### config.mk
export PLATFORM = sky130hd
export DESIGN_NAME = vcrop_top
export DESIGN_NICKNAME = d
export VERILOG_FILES = /design/src/vcrop_pkg.sv /design/src/crop_key_ctrl.sv /design/src/hblank_gen.sv /design/src/vblank_gen.sv /design/src/screen_info.sv /design/src/vcrop_top.sv
export VERILOG_INCLUDE_DIRS = /design/src
export SDC_FILE = /design/constraint.sdc
export NUM_CORES = 1
export LEC_CHECK = 0
export ABC_AREA = 1
export BUFFER_PORTS_ARGS = -buffer_cell sky130_fd_sc_hd__buf_2
export CAP_MARGIN = 0
export CORE_MARGIN = 2
export CORE_UTILIZATION = 50
export CTS_CLUSTER_DIAMETER = 80
export DETAILED_ROUTE_END_ITERATION = 10
export PLACE_DENSITY = 0.7
export SLEW_MARGIN = 20
export SYNTH_ARGS = -nofsm -noshare
export SYNTH_HDL_FRONTEND = slang
export SYNTH_SLANG_ARGS = --single-unit
export TNS_END_PERCENT = 10
### constraint.sdc
create_clock -name clk_sys -period 5.8 [get_ports clk_sys]
set_clock_uncertainty 0.1 [all_clocks]
set_input_delay 0.29 -clock clk_sys [delete_from_list [all_inputs] [get_ports clk_sys]]
set_output_delay 0.29 -clock clk_sys [all_outputs]
set_load 0.005 [all_outputs]
### src/vcrop_config.svh
/*
 * Build-time constants for the video crop and timing block.
 * Counter width, crop step sizes, forced-blank margins and the
 * keyboard event type and scancodes live here. Include it in
 * any file that needs one of these values.
 */
`ifndef VCROP_CONFIG_SVH
`define VCROP_CONFIG_SVH

`define VCROP_CNT_W        12     // width of every counter and geometry value
`define VCROP_HSTEP        4      // pixels per left/right press
`define VCROP_VSTEP        1      // lines per up/down press
`define VCROP_HFORCE       8      // forced hblank margin at both line ends
`define VCROP_VFORCE_END   3      // forced vblank lines before frame end

`define VCROP_KEY_TYPE     2'd3   // kbd_type of a keyboard event
`define VCROP_KEY_BKSP     8'h41
`define VCROP_KEY_UP       8'h4C
`define VCROP_KEY_DOWN     8'h4D
`define VCROP_KEY_LEFT     8'h4F
`define VCROP_KEY_RIGHT    8'h4E
`define VCROP_KEY_ALT_L    8'h64
`define VCROP_KEY_ALT_R    8'h65
`define VCROP_KEY_ALT_L_REL 8'hE4
`define VCROP_KEY_ALT_R_REL 8'hE5

`endif

### src/vcrop_pkg.sv
/*
 * Shared types for the video crop block.
 * Geometry count type, the decoded key command enum and the
 * packed structs that carry the core's sync levels, the four
 * crop edges and the per-frame screen info snapshot.
 */
`include "vcrop_config.svh"

package vcrop_pkg;

	typedef logic [`VCROP_CNT_W-1:0] cnt_t;

	typedef enum logic [2:0] {
		cmd_none,
		cmd_clear,
		cmd_up,
		cmd_down,
		cmd_left,
		cmd_right,
		cmd_alt_on,
		cmd_alt_off
	} key_cmd_e;

	typedef struct packed {
		logic hs_n;     // active low
		logic vs_n;     // active low
		logic hblank;   // core's own blanking
		logic vblank;
		logic field1;   // odd field of interlace
	} video_sync_t;

	typedef struct packed {
		cnt_t hbl_l;
		cnt_t hbl_r;
		cnt_t vbl_t;
		cnt_t vbl_b;
	} crop_t;

	typedef struct packed {
		crop_t      crop;
		cnt_t       hsize;
		cnt_t       vsize;
		logic [1:0] res;
		logic [6:0] flg;    // change counter
	} screen_info_t;

endpackage

### src/crop_key_ctrl.sv
/*
 * Crop edge control from keyboard scancodes.
 * A keyboard event is any change of kms_level while kbd_type marks
 * a key. Arrows move the top/left edges, or bottom/right with alt
 * held; backspace clears all edges. sset loads a full preset and
 * takes priority over a key in the same cycle.
 */
`timescale 1ns/1ps
`include "vcrop_config.svh"

module crop_key_ctrl (
	input  logic              clk_sys,
	input  logic              reset,
	input  logic              kms_level,
	input  logic [1:0]        kbd_type,
	input  logic [7:0]        kbd_data,
	input  logic              sset,
	input  vcrop_pkg::crop_t  preset,
	output vcrop_pkg::crop_t  crop
);

	localparam vcrop_pkg::cnt_t hstep = `VCROP_HSTEP;
	localparam vcrop_pkg::cnt_t vstep = `VCROP_VSTEP;

	logic                old_level;
	logic                alt;
	logic                key_evt;
	vcrop_pkg::key_cmd_e cmd;

	assign key_evt = (old_level ^ kms_level) && (kbd_type == `VCROP_KEY_TYPE);

	always_comb begin
		case (kbd_data)
			`VCROP_KEY_BKSP:  cmd = vcrop_pkg::cmd_clear;
			`VCROP_KEY_UP:    cmd = vcrop_pkg::cmd_up;
			`VCROP_KEY_DOWN:  cmd = vcrop_pkg::cmd_down;
			`VCROP_KEY_LEFT:  cmd = vcrop_pkg::cmd_left;
			`VCROP_KEY_RIGHT: cmd = vcrop_pkg::cmd_right;
			`VCROP_KEY_ALT_L,
			`VCROP_KEY_ALT_R: cmd = vcrop_pkg::cmd_alt_on;
			`VCROP_KEY_ALT_L_REL,
			`VCROP_KEY_ALT_R_REL: cmd = vcrop_pkg::cmd_alt_off;
			default:          cmd = vcrop_pkg::cmd_none;
		endcase
	end

	always_ff @(posedge clk_sys or posedge reset) begin
		if (reset) begin
			old_level <= 1'b0;
			alt <= 1'b0;
			crop <= '0;
		end else begin
			old_level <= kms_level;
			if (key_evt) begin
				case (cmd)
					vcrop_pkg::cmd_clear: crop <= '0;
					vcrop_pkg::cmd_up: begin
						if (alt) crop.vbl_b <= crop.vbl_b + vstep;
						else     crop.vbl_t <= crop.vbl_t + vstep;
					end
					vcrop_pkg::cmd_down: begin
						if (alt) crop.vbl_b <= crop.vbl_b - vstep;   // wraps mod 2^12
						else     crop.vbl_t <= crop.vbl_t - vstep;
					end
					vcrop_pkg::cmd_left: begin
						if (alt) crop.hbl_r <= crop.hbl_r + hstep;
						else     crop.hbl_l <= crop.hbl_l + hstep;
					end
					vcrop_pkg::cmd_right: begin
						if (alt) crop.hbl_r <= crop.hbl_r - hstep;
						else     crop.hbl_l <= crop.hbl_l - hstep;
					end
					vcrop_pkg::cmd_alt_on:  alt <= 1'b1;
					vcrop_pkg::cmd_alt_off: alt <= 1'b0;
					default: ;
				endcase
			end
			if (sset)
				crop <= preset;   // preset beats a key press
		end
	end

endmodule

### src/hblank_gen.sv
/*
 * Horizontal timing measurement and cropped horizontal blank.
 * Measures blank end, blank start and line length from the core's
 * hblank and hsync, then builds a soft blank offset by the crop
 * edges and a forced blank near the sync. hde is the registered
 * inverse of the combined blank.
 */
`timescale 1ns/1ps
`include "vcrop_config.svh"

module hblank_gen (
	input  logic                   clk_sys,
	input  logic                   reset,
	input  vcrop_pkg::video_sync_t sync,
	input  vcrop_pkg::crop_t       crop,
	input  logic                   size_line,
	output logic                   hbl,
	output logic                   hde,
	output vcrop_pkg::cnt_t        hsize
);

	localparam vcrop_pkg::cnt_t soft_lead = 2;   // soft edges land two counts early
	localparam vcrop_pkg::cnt_t force_gap = `VCROP_HFORCE;

	vcrop_pkg::cnt_t hcnt;
	vcrop_pkg::cnt_t hsta, hend, hmax;
	vcrop_pkg::cnt_t shbl_off, shbl_on, fhbl_on;
	logic            old_hs, old_hblank;
	logic            shbl, fhbl;
	logic            hblank_rise, hblank_fall, hs_fall;

	assign hblank_rise = ~old_hblank & sync.hblank;
	assign hblank_fall = old_hblank & ~sync.hblank;
	assign hs_fall     = old_hs & ~sync.hs_n;

	assign shbl_off = hend + crop.hbl_l - soft_lead;
	assign shbl_on  = hsta + crop.hbl_r - soft_lead;
	assign fhbl_on  = hmax - force_gap;

	assign hbl = fhbl | shbl | ~sync.hs_n;

	always_ff @(posedge clk_sys or posedge reset) begin
		if (reset) begin
			old_hs <= 1'b1;
			old_hblank <= 1'b1;
			hcnt <= '0;
			shbl <= 1'b1;
			fhbl <= 1'b1;   // keeps hde low out of reset
			hde <= 1'b0;
		end else begin
			old_hs <= sync.hs_n;
			old_hblank <= sync.hblank;

			if (!sync.hs_n) hcnt <= '0;
			else            hcnt <= hcnt + 1'b1;

			if (hcnt == shbl_off) shbl <= 1'b0;
			if (hcnt == shbl_on)  shbl <= 1'b1;

			if (hcnt == force_gap) fhbl <= 1'b0;
			if (hcnt == fhbl_on)   fhbl <= 1'b1;

			hde <= ~hbl;
		end
	end

	// geometry of the last line
	always_ff @(posedge clk_sys) begin
		if (hblank_fall) hend <= hcnt;
		if (hblank_rise) hsta <= hcnt;
		if (hs_fall)     hmax <= hcnt;
		if (hblank_rise && size_line)
			hsize <= hcnt - hend;   // visible width
	end

endmodule

### src/vblank_gen.sv
/*
 * Vertical timing measurement and cropped vertical blank.
 * Counts lines on hsync, records blank edges and frame length in
 * field 0 and adds the field 1 height for interlaced modes. The
 * soft and forced vertical blanks are evaluated once per line at
 * the end of the combined horizontal blank.
 */
`timescale 1ns/1ps
`include "vcrop_config.svh"

module vblank_gen (
	input  logic                   clk_sys,
	input  logic                   reset,
	input  vcrop_pkg::video_sync_t sync,
	input  vcrop_pkg::crop_t       crop,
	input  logic                   hbl,
	output logic                   vde,
	output logic                   size_line,
	output logic                   frame_start,
	output vcrop_pkg::cnt_t        vsize
);

	localparam vcrop_pkg::cnt_t one       = 1;
	localparam vcrop_pkg::cnt_t force_gap = `VCROP_VFORCE_END;

	vcrop_pkg::cnt_t vcnt;
	vcrop_pkg::cnt_t vsta, vend, vmax;
	vcrop_pkg::cnt_t f1_vend, f1_vsize;
	vcrop_pkg::cnt_t svbl_off, svbl_on, fvbl_on;
	logic            old_vs, old_hs, old_vblank, old_hbl;
	logic            svbl, fvbl;
	logic            vblank;
	logic            vblank_rise, vblank_fall, vs_fall, hs_fall, hbl_fall;

	assign vblank = sync.vblank | ~sync.vs_n;

	assign vblank_rise = ~old_vblank & vblank;
	assign vblank_fall = old_vblank & ~vblank;
	assign vs_fall     = old_vs & ~sync.vs_n;
	assign hs_fall     = old_hs & ~sync.hs_n;
	assign hbl_fall    = old_hbl & ~hbl;

	assign svbl_off = vend + crop.vbl_t - one;
	assign svbl_on  = vsta + crop.vbl_b - one;
	assign fvbl_on  = vmax - force_gap;

	assign frame_start = vblank_fall;
	assign size_line   = ~sync.field1 & (vcnt == vsta + one);   // first line after active area
	assign vde         = ~(fvbl | svbl);

	always_ff @(posedge clk_sys or posedge reset) begin
		if (reset) begin
			old_vs <= 1'b1;
			old_hs <= 1'b1;
			old_vblank <= 1'b1;
			old_hbl <= 1'b1;
			vcnt <= '0;
			f1_vsize <= '0;
			svbl <= 1'b1;
			fvbl <= 1'b1;
		end else begin
			old_vs <= sync.vs_n;
			old_hs <= sync.hs_n;
			old_vblank <= vblank;
			old_hbl <= hbl;

			if (hs_fall)     vcnt <= vcnt + 1'b1;
			if (!sync.vs_n)  vcnt <= '0;

			if (vblank_rise) begin
				if (sync.field1) f1_vsize <= vcnt - f1_vend;
				else             f1_vsize <= '0;   // consumed by vsize below
			end

			if (hbl_fall) begin
				if (vcnt == svbl_off) svbl <= 1'b0;
				if (vcnt == svbl_on)  svbl <= 1'b1;
				if (vcnt == one)      fvbl <= 1'b0;
				if (vcnt == fvbl_on)  fvbl <= 1'b1;
			end
		end
	end

	always_ff @(posedge clk_sys) begin
		if (!sync.field1) begin
			if (vblank_fall) vend <= vcnt;
			if (vblank_rise) vsta <= vcnt;
			if (vs_fall)     vmax <= vcnt;
			if (vblank_rise)
				vsize <= vcnt - vend + f1_vsize;   // both fields together
		end else begin
			if (vblank_fall) f1_vend <= vcnt;
		end
	end

endmodule

### src/screen_info.sv
/*
 * Per-frame snapshot of crop and measured geometry.
 * Captured on each frame start; flg steps whenever the resolution
 * code or the visible size differs from the previous snapshot.
 */
`timescale 1ns/1ps

module screen_info (
	input  logic                    clk_sys,
	input  logic                    reset,
	input  logic                    frame_start,
	input  vcrop_pkg::crop_t        crop,
	input  vcrop_pkg::cnt_t         hsize,
	input  vcrop_pkg::cnt_t         vsize,
	input  logic [1:0]              res,
	output vcrop_pkg::screen_info_t info
);

	logic changed;

	assign changed = (info.res != res) ||
	                 (info.hsize != hsize) ||
	                 (info.vsize != vsize);

	always_ff @(posedge clk_sys or posedge reset) begin
		if (reset) begin
			info <= '0;
		end else if (frame_start) begin
			info.crop <= crop;
			info.hsize <= hsize;
			info.vsize <= vsize;
			info.res <= res;
			if (changed)
				info.flg <= info.flg + 1'b1;   // wraps at 128
		end
	end

endmodule

### src/vcrop_top.sv
/*
 * Top level of the video crop and timing measurement block.
 * Connects the key decoder, the two blank generators and the
 * screen info snapshot. Everything runs on clk_sys.
 */
`timescale 1ns/1ps

module vcrop_top (
	input  logic                    clk_sys,
	input  logic                    reset,
	input  vcrop_pkg::video_sync_t  sync,
	input  logic [1:0]              res,
	input  logic                    kms_level,
	input  logic [1:0]              kbd_type,
	input  logic [7:0]              kbd_data,
	input  logic                    sset,
	input  vcrop_pkg::crop_t        preset,
	output logic                    hde,
	output logic                    vde,
	output vcrop_pkg::cnt_t         hsize,
	output vcrop_pkg::cnt_t         vsize,
	output vcrop_pkg::screen_info_t info
);

	vcrop_pkg::crop_t crop;
	logic             hbl;
	logic             size_line;
	logic             frame_start;

	crop_key_ctrl crop_key_ctrl_inst (
		.clk_sys   (clk_sys),
		.reset     (reset),
		.kms_level (kms_level),
		.kbd_type  (kbd_type),
		.kbd_data  (kbd_data),
		.sset      (sset),
		.preset    (preset),
		.crop      (crop)
	);

	hblank_gen hblank_gen_inst (
		.clk_sys   (clk_sys),
		.reset     (reset),
		.sync      (sync),
		.crop      (crop),
		.size_line (size_line),
		.hbl       (hbl),
		.hde       (hde),
		.hsize     (hsize)
	);

	vblank_gen vblank_gen_inst (
		.clk_sys     (clk_sys),
		.reset       (reset),
		.sync        (sync),
		.crop        (crop),
		.hbl         (hbl),
		.vde         (vde),
		.size_line   (size_line),
		.frame_start (frame_start),
		.vsize       (vsize)
	);

	screen_info screen_info_inst (
		.clk_sys     (clk_sys),
		.reset       (reset),
		.frame_start (frame_start),
		.crop        (crop),
		.hsize       (hsize),
		.vsize       (vsize),
		.res         (res),
		.info        (info)
	);

endmodule

==> impl_results.md, run 1 <==
- Status: complete, no violations
- Vias/cell: 5.26
- Async set or reset register ratio after synthesis: 0.621
- Clk root buf: clkbuf_16
- Fin. max-slew vios: 0
- Total grt overflow: 0
- Post-synth EDFFs: ~110
- Final WS setup: 2.65 ns
- Max cap viols: 0
- Combinational Power Share: 0.256
- Synth area leaders: dfrtp_1, edfxtp_1, nand2_1
- Post-Layout Cell Count: about 3.3k
- Wire length of the first global-routing pass: between 80 and 90 mm
- Layout Utilization: 0.580
- Mapped Avg Cell Area: 7.83 um2
- Multi-input logic area: between 0.01 and 0.015 mm2
- Commonest cells in the netlist: nand2_1, inv_1, dfrtp_1
- Final hold vios: 0
- Reg-to-Reg Start: vblank_gen_inst.vcnt[1]
- Clock tree buffer depth: 3
- Clk pin slew, worst setup/hold paths: roughly 0.06 ns
- Drt total wl: 54.4 mm
- Area of the mapped netlist: 0.0200 mm2
- Initial DRC Count: between 1k and 1.5k
- Synth Register Bits: roughly 290
- Total number of vias: approximately 17k
- Max Fanout on Critical Path: 14
- Pwr/cell area: about 270 mW/mm2
- Hold-critical path depth: 5
- Antenna cell count: 0
- Yosys top cell by area: dfrtp_1
- Endpoints failing setup: 0
- CORE AREA: slightly below 0.04 mm2
- Pre-CTS setup slack: around 2.7 ns
- CTS H-tree depth: 2
- RSZ-0062 raised after global routing: no
- CP arrival: 3.35 ns
- Worst min path class: in -> reg
- Mapped Cells: ~2.6k
- YS warnings: 0
- Lkg Pwr: 11.8 nW
- Initial antenna violation count: 0
- Fill cells: between 3k and 4k
- DP Cell Count: ~3.2k
- Layout cell share with drive strength beyond 1: 0.110
- Final ANT Viol Nets: 0
- Reg2Reg Setup Slack: 2.65 ns
- Nets: slightly above 3k
- Maximum vdd drop: ~240 uV
- FF/Latch Area: slightly below 0.008 mm2
- Largest net degree at the start of global routing: around 140
- Crit path time final: between 3 and 4 ns
- Yosys top cell area share: 0.210
- CTS sink cnt: approximately 290
- Sequential Power Share: 0.390
- Slew HR: 0.268
- Clk_lat worst skew: about 0.56 ns
- Worst setup path startpoint: vblank_gen_inst.vcnt[1]
- Quantity of I/O buffers inserted on ports: about 180
- Sw power: ~2.0 mW
- # Post-CTS Setup Buffers: 0
- Site row count: between 70 and 80
- Tcrit/Tclk final: 0.544
- Sw frac: 0.326
- CP Class: reg -> reg
- Routability congestion estimate from global placement: slightly above 0.9
- Avg WL per Cell: 16.4 um
- Cell with the most instances after synthesis: nand2_1
- Gr usage total: 0.264
- Area delta synth->final: 14.9%
- Hpwl dp: between 40 and 50 mm
- Path depth of the worst reg2reg path: 8
- Reg2reg end: vblank_gen_inst.vsize[10]
- Starting Density: 0.505
- Sequential fraction of the synthesis area: 0.385
- Io pins: approximately 180
- Clock power frac: 0.353
- Hold Path End: crop_key_ctrl_inst.crop[16]
- Int Power: between 4 and 5 mW
- Critical Path Source Type: flop
- Drt drc: 0
- Min-delay src: preset[16]
- Sum Neg Setup Slack: 0 ns
- Top_reg_cell synth: dfrtp_1
- Critical Path RT: about 6 ns
- Synth Net Count: 2,804
- Total power: approximately 6.3 mW
- TritonCTS clock tree: yes
- Die H: between 200 and 250 um
- Number of global-route vias before repair: ~17k
- Chip Width: around 200 um
- Critical Path Sink Type: flop
- Least-Margin Pin Slew: 1.09 ns
- First-pass DRT Iterations: 5
- Fmax: 317 MHz
- CTS buffer count: 36
- Synth cell types: 57
- Die area: roughly 0.042 mm2
-- placed cells by master, fill, tap and decap left out, types with 15 or more instances in the layout --
master	count
o21ai_2	15
nand4_1	33
dlygate4sd3_1	49
a21oi_1	104
nand2_1	716
ha_1	162
nand3_1	141
buf_2	175
inv_1	418
nor2_1	153
dfrtp_1	168
nor3_1	25
xnor2_1	69
o21ai_0	140
xor2_1	78
fa_1	21
edfxtp_1	108
clkbuf_16	36
-- critical path, cell delays in order, from the launching register on --
cell and delay (ns):
dfrtp_1 0.75, inv_1 0.17, fa_1 0.51, fa_1 0.42
o21ai_0 0.36, nand2_1 0.10, o211ai_1 0.15, a31oi_1 0.16
xnor2_1 0.16
-- through the flow --
| step | area, um2 | hold slack (ns) |
|---|---|---|
| global placement | 21300 | 0.319 |
| detailed placement | 21300 | 0.327 |
| floorplan | 20000 | 0.194 |
| finish | 23000 | 0.0321 |
| CTS | 22900 | 0.0000265 |
| global route | 23000 | 0.0331 |
-- how the worst max path moves through the flow --
stage,cells past startpoint,slack (ns),to
2_1_floorplan,1,0.62,crop_key_ctrl_inst.alt
3_3_place_gp,8,2.83,vblank_gen_inst.vsize[10]
3_5_place_dp,8,2.74,vblank_gen_inst.vsize[10]
4_1_cts,8,2.73,vblank_gen_inst.vsize[10]
5_1_grt,10,2.52,vblank_gen_inst.vsize[10]
6_report,8,2.65,vblank_gen_inst.vsize[10]
-- kinds of logic after synthesis --
| family | after synthesis | synth area share |
|---|---|---|
| adders and majority gates | 183 | 0.123 |
| and+or+nand+nor | 1122 | 0.236 |
| buffers and inverters | 483 | 0.0955 |
| DFF | 285 | 0.385 |
| xor gates and xnor gates | 150 | 0.0678 |
| AOI/OAI and AO/OA | 329 | 0.0931 |
-- state kept, by name, summed over array words and instances, names as in the netlist, 12 cells and up --
signal	count
hblank_gen_inst.hcnt	12
vblank_gen_inst.vsta	12
hblank_gen_inst.hsize	12
vblank_gen_inst.vcnt	12
crop_key_ctrl_inst.crop	48
vblank_gen_inst.f1_vsize	12
vblank_gen_inst.vsize	12
screen_info_inst.info	81
hblank_gen_inst.hsta	12
vblank_gen_inst.vmax	12
vblank_gen_inst.f1_vend	12
hblank_gen_inst.hend	12
hblank_gen_inst.hmax	12
vblank_gen_inst.vend	12
-- routing by layer --
layer	vias up	GRT usage	wire length (um)
met5	-	0	0
met4	0	0.0975	1880
met3	120	0.0454	3380
met2	515	0.435	25100
met1	8199	0.348	24000
li1	8620	-	-
-- final cells by class --
class / count / area share
Multi-Input combinational cell: 1784 / 0.453
Inverter: 429 / 0.0708
Tap cell: 525 / 0.0286
Sequential cell: 285 / 0.335
Clock buffer: 50 / 0.0433
Timing Repair Buffer: 233 / 0.0625
Clock inverter: 15 / 0.00752
-- power groups by stage --
| stage | clock [mW] | sequential, mW | combinational [mW] |
|---|---|---|---|
| global route | 2.34 | 2.47 | 1.84 |
| floorplan | 0 | 2.44 | 1.13 |
| detailed placement | 0 | 2.49 | 1.57 |
| finish | 2.22 | 2.45 | 1.61 |
| CTS | 2.26 | 2.45 | 1.61 |
| global placement | 0 | 2.48 | 1.54 |
-- timing repair --
action | 4_1_cts | 5_1_grt
endpoints found under the hold margin | 190 | 0
hold buffers | 49 | 0
gates resized for setup | 0 | 0
Note: power is estimated with default switching activity, not from simulation.
==> inputs of run 2 (changes only) <==
Settings changed: PLACE_DENSITY 0.7 to 0.72.
Clock period 5.8 ns to 2.9 ns, I/O delays scaled along.
==> impl_results.md, run 2 (synthesized netlist as in run 1, its figures left out) <==
- Status: complete, no violations
- Worst setup path startpoint: kbd_data[7]
- Critical Path RT: 3.24 ns
- Io pins: between 150 and 200
- Critical Path Source Type: input port
- Routability congestion estimate from global placement: around 0.89
- Path depth of the worst reg2reg path: 14
- Clk root buf: clkbuf_16
- Maximum vdd drop: just over 400 uV
- Met1 Usage GRT: 0.361
- Min Hold Slack: ~0.044 ns
- Largest net degree at the start of global routing: 117
- CTS buffer count: 37
- M3 GR Usage: 0.0349
- FF/Latch Area: ~0.0077 mm2
- Area delta synth->final: 18.3%
- Max cap viols: 0
- Sequential Power Share: 0.374
- Slew HR: 0.518
- Fin. max-slew vios: 0
- Reg2Reg Setup Slack: 0.23 ns
- Vias/cell: between 5 and 6
- Slowest stage delay, CP: 0.56 ns
- Clk pin slew, worst setup/hold paths: roughly 0.060 ns
- Chip Width: 204 um
- Wire length of the first global-routing pass: between 80 and 90 mm
- Final WS setup: roughly 0.19 ns
- Least-Margin Pin Slew: roughly 0.72 ns
- Quantity of I/O buffers inserted on ports: 175
- CTS sink cnt: 285
- TritonCTS clock tree: yes
- Total number of vias: around 18k
- CP max stage cell: dlygate4sd3_1
- Number of global-route vias before repair: approximately 17k
- Gr usage total: 0.266
- Layout cell share with drive strength beyond 1: 0.125
- CP arrival: approximately 3.1 ns
- Critical Path Sink Type: flop
- Reg-to-Reg Start: crop_key_ctrl_inst.crop[13]
- # Post-CTS Setup Buffers: 0
- Starting Density: 0.505
- Die area: between 0.04 and 0.05 mm2
- Clock tree buffer depth: 3
- Lkg Pwr: 12.2 nW
- CTS H-tree depth: 2
- Nets: 3,081
- CORE AREA: 0.0395 mm2
- Sw frac: 0.315
- Post-Layout Cell Count: about 3.4k
- Final hold vios: 0
- First-pass DRT Iterations: 5
- Avg WL per Cell: roughly 16 um
- Tcrit/Tclk final: 0.936
- Gr busiest metal: met2
- Endpoints failing setup: 0
- GR Layer Usage met2: 0.442
- Most frequent cells in the layout: nand2_1, inv_1, buf_2
- Hpwl dp: 41.1 mm
- Combinational Power Share: 0.252
- Finished Cell Area: around 0.024 mm2
- Final ANT Viol Nets: 0
- Crit path time final: 2.71 ns
- Fill cells: roughly 3.5k
- Die H: approximately 200 um
- Placed cell area: 0.0217 mm2
- Total grt overflow: 0
- Site row count: 73
- DP Cell Count: approximately 3.3k
- Worst min path class: in -> reg
- Multi-input logic area: about 0.010 mm2
- Max Fanout on Critical Path: 17
- Most frequent CP cell: nand2_1
- Int Power: around 8.9 mW
- Hold-critical path depth: 3
- Most flop-heavy register: screen_info_inst.info
- Drt drc: 0
- Largest regs: screen_info_inst.info: 81 flops, crop_key_ctrl_inst.crop: 48 flops
- RSZ-0062 raised after global routing: no
- Clock power frac: 0.374
- Fmax: about 370 MHz
- Layout Utilization: 0.598
- Antenna cell count: 0
- Drt total wl: 54.7 mm
- Reg2reg end: vblank_gen_inst.svbl
- Cell-by-cell trace of the critical path: dlygate4sd3_1, buf_2, nor2_4, nand4_4, inv_1, buf_12, ha_1, nand2_1, inv_1, nand2_1, nand2_1, nand2_1, o211ai_1, inv_1, nand2_1, nand4_1, nand2_1, dlygate4sd3_1, nand2_1, nand2_1
- Clk_lat worst skew: between 0.5 and 0.6 ns
- Initial DRC Count: approximately 1.2k
- Most common cell after layout, fill and taps aside: nand2_1
- Pwr/cell area: about 550 mW/mm2
- Min-delay src: sync[0]
- Pre-CTS setup slack: slightly above 0.06 ns
- Hold Path End: vblank_gen_inst.vend[1]
- Initial antenna violation count: 0
- Sw power: roughly 4 mW
- Max FFs per register: around 80
- CP Class: in -> reg
run 2: cell types whose count changed in the layout (fill, tap and decap cells not counted), sizes merged:
| cell | change |
|---|---|
| buf | +43 |
| dlygate4sd3 | +15 |
| clkbuf | +2 |
| clkinv | -1 |
| bufinv | +3 |
run 2: repair_timing:
item,in CTS,in global routing
setup endpoints to repair,0,11
hold buffers,64,0
resized for setup,0,8
endpoints found under the hold margin,267,0
run 2: per-stage QoR:
stage	total power [mW]	TNS (ns)
after floorplan	7.14	-0.590
after global placement	8.04	0
after detailed placement	8.12	0
after CTS	13.1	0
after global routing	13.8	0
final	13.0	0
run 2: power groups by stage:
stage	sequential, mW	clock [mW]	combinational, mW
final	4.87	4.86	3.28
after global routing	4.91	5.09	3.75
after CTS	4.87	4.94	3.28
after detailed placement	4.94	0	3.18
after global placement	4.93	0	3.12
after floorplan	4.88	0	2.26
run 2: area by class of cell:
cell class | count | share of cell area
clock inverter | 17 | 0.00963
sequential | 285 | 0.325
tap | 525 | 0.0278
inverter | 429 | 0.0683
clock buffer | 51 | 0.0445
timing repair buffer | 292 | 0.0844
multi-input combinational | 1784 | 0.440
run 2: layer usage:
metal,up-vias,share of wire
li1,8749,-
met5,-,0
met2,488,0.46
met4,0,0.026
met3,95,0.057
met1,8233,0.45
run 2: worst max path at each step:
stage                                       end  slack (ns)  depth (start not counted)
finish              crop_key_ctrl_inst.crop[35]        0.19                         20
global route        crop_key_ctrl_inst.crop[17]     0.00008                         21
CTS                 crop_key_ctrl_inst.crop[19]        0.12                         17
detailed placement  crop_key_ctrl_inst.crop[19]        0.06                         17
global placement     crop_key_ctrl_inst.crop[5]        0.18                         21
floorplan           crop_key_ctrl_inst.crop[19]       -0.14                         15
run 2: critical path, delay by kind of cell:
family | cells | cell delay [ns]
AND/OR/NAND/NOR | 11 | 0.83
AO/OA/AOI/OAI | 1 | 0.12
adder cells (fa/ha/maj) | 1 | 0.30
buffers and inverters | 7 | 1.65
==> inputs of run 3 (changes only) <==
Settings changed: CTS_CLUSTER_SIZE set to 40, PLACE_DENSITY 0.72 to 0.7, SYNTH_HIERARCHICAL set to 1.
Clock period 2.9 ns to 2.74 ns, I/O delays scaled along.
==> impl_results.md, run 3 <==
- Status: complete, no violations
- Crit path max-delay family: buffers and inverters
- Multiplexer share of the synthesized area: 0.0298
- Slowest stage delay, CP: 0.55 ns
- Lkg Pwr: 13.2 nW
- Worst min path class: in -> reg
- Starting Density: 0.505
- Cell-by-cell trace of the critical path: dlygate4sd3_1, buf_2, inv_1, nand2_2, nor2_8, nand2_1, inv_2, buf_12, ha_1, nand2_2, inv_1, nand2_1, nand2_1, nand2_1, nand3_1, nand2_1, nand3_1, a21boi_1, dlygate4sd3_1
- Top_reg_cell synth: dfrtp_1
- Post-synth EDFFs: between 100 and 150
- Min Hold Slack: 0.0206 ns
- Reg-to-Reg Start: vblank_gen_inst/vsta[1]
- Final WS setup: 0.106 ns
- Maximum vdd drop: approximately 500 uV
- Layout Utilization: 0.586
- CTS H-tree depth: 1
- Clock tree buffer depth: 3
- Synth Area in XOR/XNOR: 0.0509
- Total power: roughly 12 mW
- Fmax: approximately 380 MHz
- Max Fanout on Critical Path: 11
- Die H: 210 um
- Min-delay src: kbd_data[1]
- Mapped Cells: roughly 2.8k
- Clk root buf: clkbuf_16
- Post-synthesis simple-gate area fraction: 0.268
- Avg WL per Cell: ~16 um
- First-pass DRT Iterations: 8
- CTS buffer count: 21
- Area delta synth->final: 16.1%
- Cell with the most instances after synthesis: nand2_1
- Yosys top cell area share: 0.199
- Pre-CTS setup slack: 0.0614 ns
- Sum Neg Setup Slack: 0 ns
- Max cap viols: 0
- Hold-critical path depth: 5
- Antenna cell count: 0
- Fin. max-slew vios: 0
- Io pins: 176
- Fill cells: ~3.8k
- CORE AREA: 0.0419 mm2
- Post-Layout Cell Count: 3,608
- Post-synthesis adder-cell area fraction: 0.116
- Hpwl dp: about 44 mm
- CP bufs+invs: 7
- Gr usage total: 0.266
- Least-Margin Pin Slew: 0.660 ns
- Commonest cells in the netlist: nand2_1, inv_1, nor2_1
- Synth cell types: 67
- Crit path time final: roughly 2.6 ns
- Tcrit/Tclk final: 0.961
- Vias/cell: approximately 5.1
- Critical Path Sink Type: flop
- Largest regs: screen_info_inst/info: 81 flops, crop_key_ctrl_inst/crop: 48 flops
- Clk pin slew, worst setup/hold paths: ~0.090 ns
- Placed cell area: about 0.023 mm2
- Quantity of I/O buffers inserted on ports: around 180
- Wire length of the first global-routing pass: about 94 mm
- Synth Register Bits: 286
- Largest net degree at the start of global routing: 101
- TritonCTS clock tree: yes
- Critical Path Source Type: input port
- Final ANT Viol Nets: 0
- Most frequent cells in the layout: nand2_1, inv_1, buf_2
- Finished Cell Area: 0.0245 mm2
- Critical Path RT: 3.14 ns
- Initial DRC Count: about 1.3k
- Routability congestion estimate from global placement: about 0.93
- Synth Net Count: between 3k and 4k
- Drt drc: 0
- Site row count: 75
- Sequential fraction of the synthesis area: 0.365
- Slew HR: 0.560
- Endpoints failing setup: 0
- YS warnings: 6
- Die area: 0.0439 mm2
- Most frequent CP cell: nand2_1
- Hold Path End: crop_key_ctrl_inst/crop[47]
- Most common cell after layout, fill and taps aside: nand2_1
- Synth area leaders: dfrtp_1, edfxtp_1, nand2_1
- Area of the mapped netlist: about 0.021 mm2
- Drt total wl: about 58 mm
- Chip Width: between 200 and 250 um
- Max FFs per register: just over 80
- Layout cell share with drive strength beyond 1: 0.152
- Mapped Avg Cell Area: between 7 and 8 um2
- Reg2Reg Setup Slack: about 0.19 ns
- CP arrival: 3.03 ns
- Synth Area in Compound Gates: 0.0618
- Clk_lat worst skew: roughly 0.56 ns
- Yosys top cell by area: dfrtp_1
- Largest family of logic cells by synthesized area: simple AND/OR/NAND/NOR gates
- Number of global-route vias before repair: 18.3k
- Total number of vias: about 19k
- Initial antenna violation count: 0
- Path depth of the worst reg2reg path: 15
- Final hold vios: 0
- Nets: about 3.3k
- Pwr/cell area: 500 mW/mm2
- Total grt overflow: 0
- Most flop-heavy register: screen_info_inst/info
- CTS sink cnt: roughly 290
- CP Class: in -> reg
- CP max stage cell: dlygate4sd3_1
- Reg2reg end: vblank_gen_inst/svbl
- Async set or reset register ratio after synthesis: 0.622
- DP Cell Count: 3,494
[run 3: cell type report]
cell class / instances / area (um2) / share of cell area
Clock inverter: 16 / 215 / 0.00877
Timing Repair Buffer: 314 / 2170 / 0.0883
Sequential cell: 286 / 7710 / 0.314
Tap cell: 539 / 674 / 0.0275
Clock buffer: 22 / 539 / 0.0220
Inverter: 536 / 2020 / 0.0822
Multi-Input combinational cell: 1895 / 11200 / 0.457
[run 3: report_power, final]
part           internal (mW)  switching, mW
clock                   1.59           1.88
combinational           1.49           2.10
sequential              4.87          0.347
total                   7.96           4.32
[run 3: metal layers]
layer	vias to the layer above	global-route usage	wire length, um
li1	9275	-	-
met1	8757	0.340	25100
met2	431	0.475	28700
met3	108	0.0298	2610
met4	0	0.0800	1660
met5	-	0	0
[run 3: how the worst max path moves through the flow]
stage / cells after the start / to / start / slack, ns
after detailed placement: 15 / vblank_gen_inst/svbl / vblank_gen_inst/vsta[0] / 0.06
after CTS: 15 / vblank_gen_inst/svbl / vblank_gen_inst/vsta[0] / 0.02
after global routing: 15 / vblank_gen_inst/svbl / vblank_gen_inst/vsta[1] / -0.03
after floorplan: 10 / vblank_gen_inst/vsize[9] / vblank_gen_inst/vcnt[2] / 0.14
after global placement: 15 / vblank_gen_inst/svbl / vblank_gen_inst/vsta[0] / 0.21
final: 19 / crop_key_ctrl_inst/crop[10] / kbd_data[7] / 0.11
[run 3: worst min-delay path, cell delays in order]
cell	delay [ns]
buf_2	0.13
nand3_4	0.11
nor2_4	0.10
nand3_1	0.10
a21oi_1	0.06
[run 3: cell families (layout without fill, tap and decap cells)]
kind of cell               count (synthesis)  after routing
muxes                                     56             56
and+or+nand+nor                         1306           1306
xor gates and xnor gates                 119            119
AOI/OAI and AO/OA                        231            231
DFF                                      286            286
adders and majority gates                183            183
buffers and inverters                    581            888
[run 3: timing repair]
action / CTS / global route
hold buffers: 62 / 0
resized for setup: 0 / 31
hold endpoints to repair: 199 / 0
setup buffers: 0 / 13
setup endpoints to repair: 0 / 4
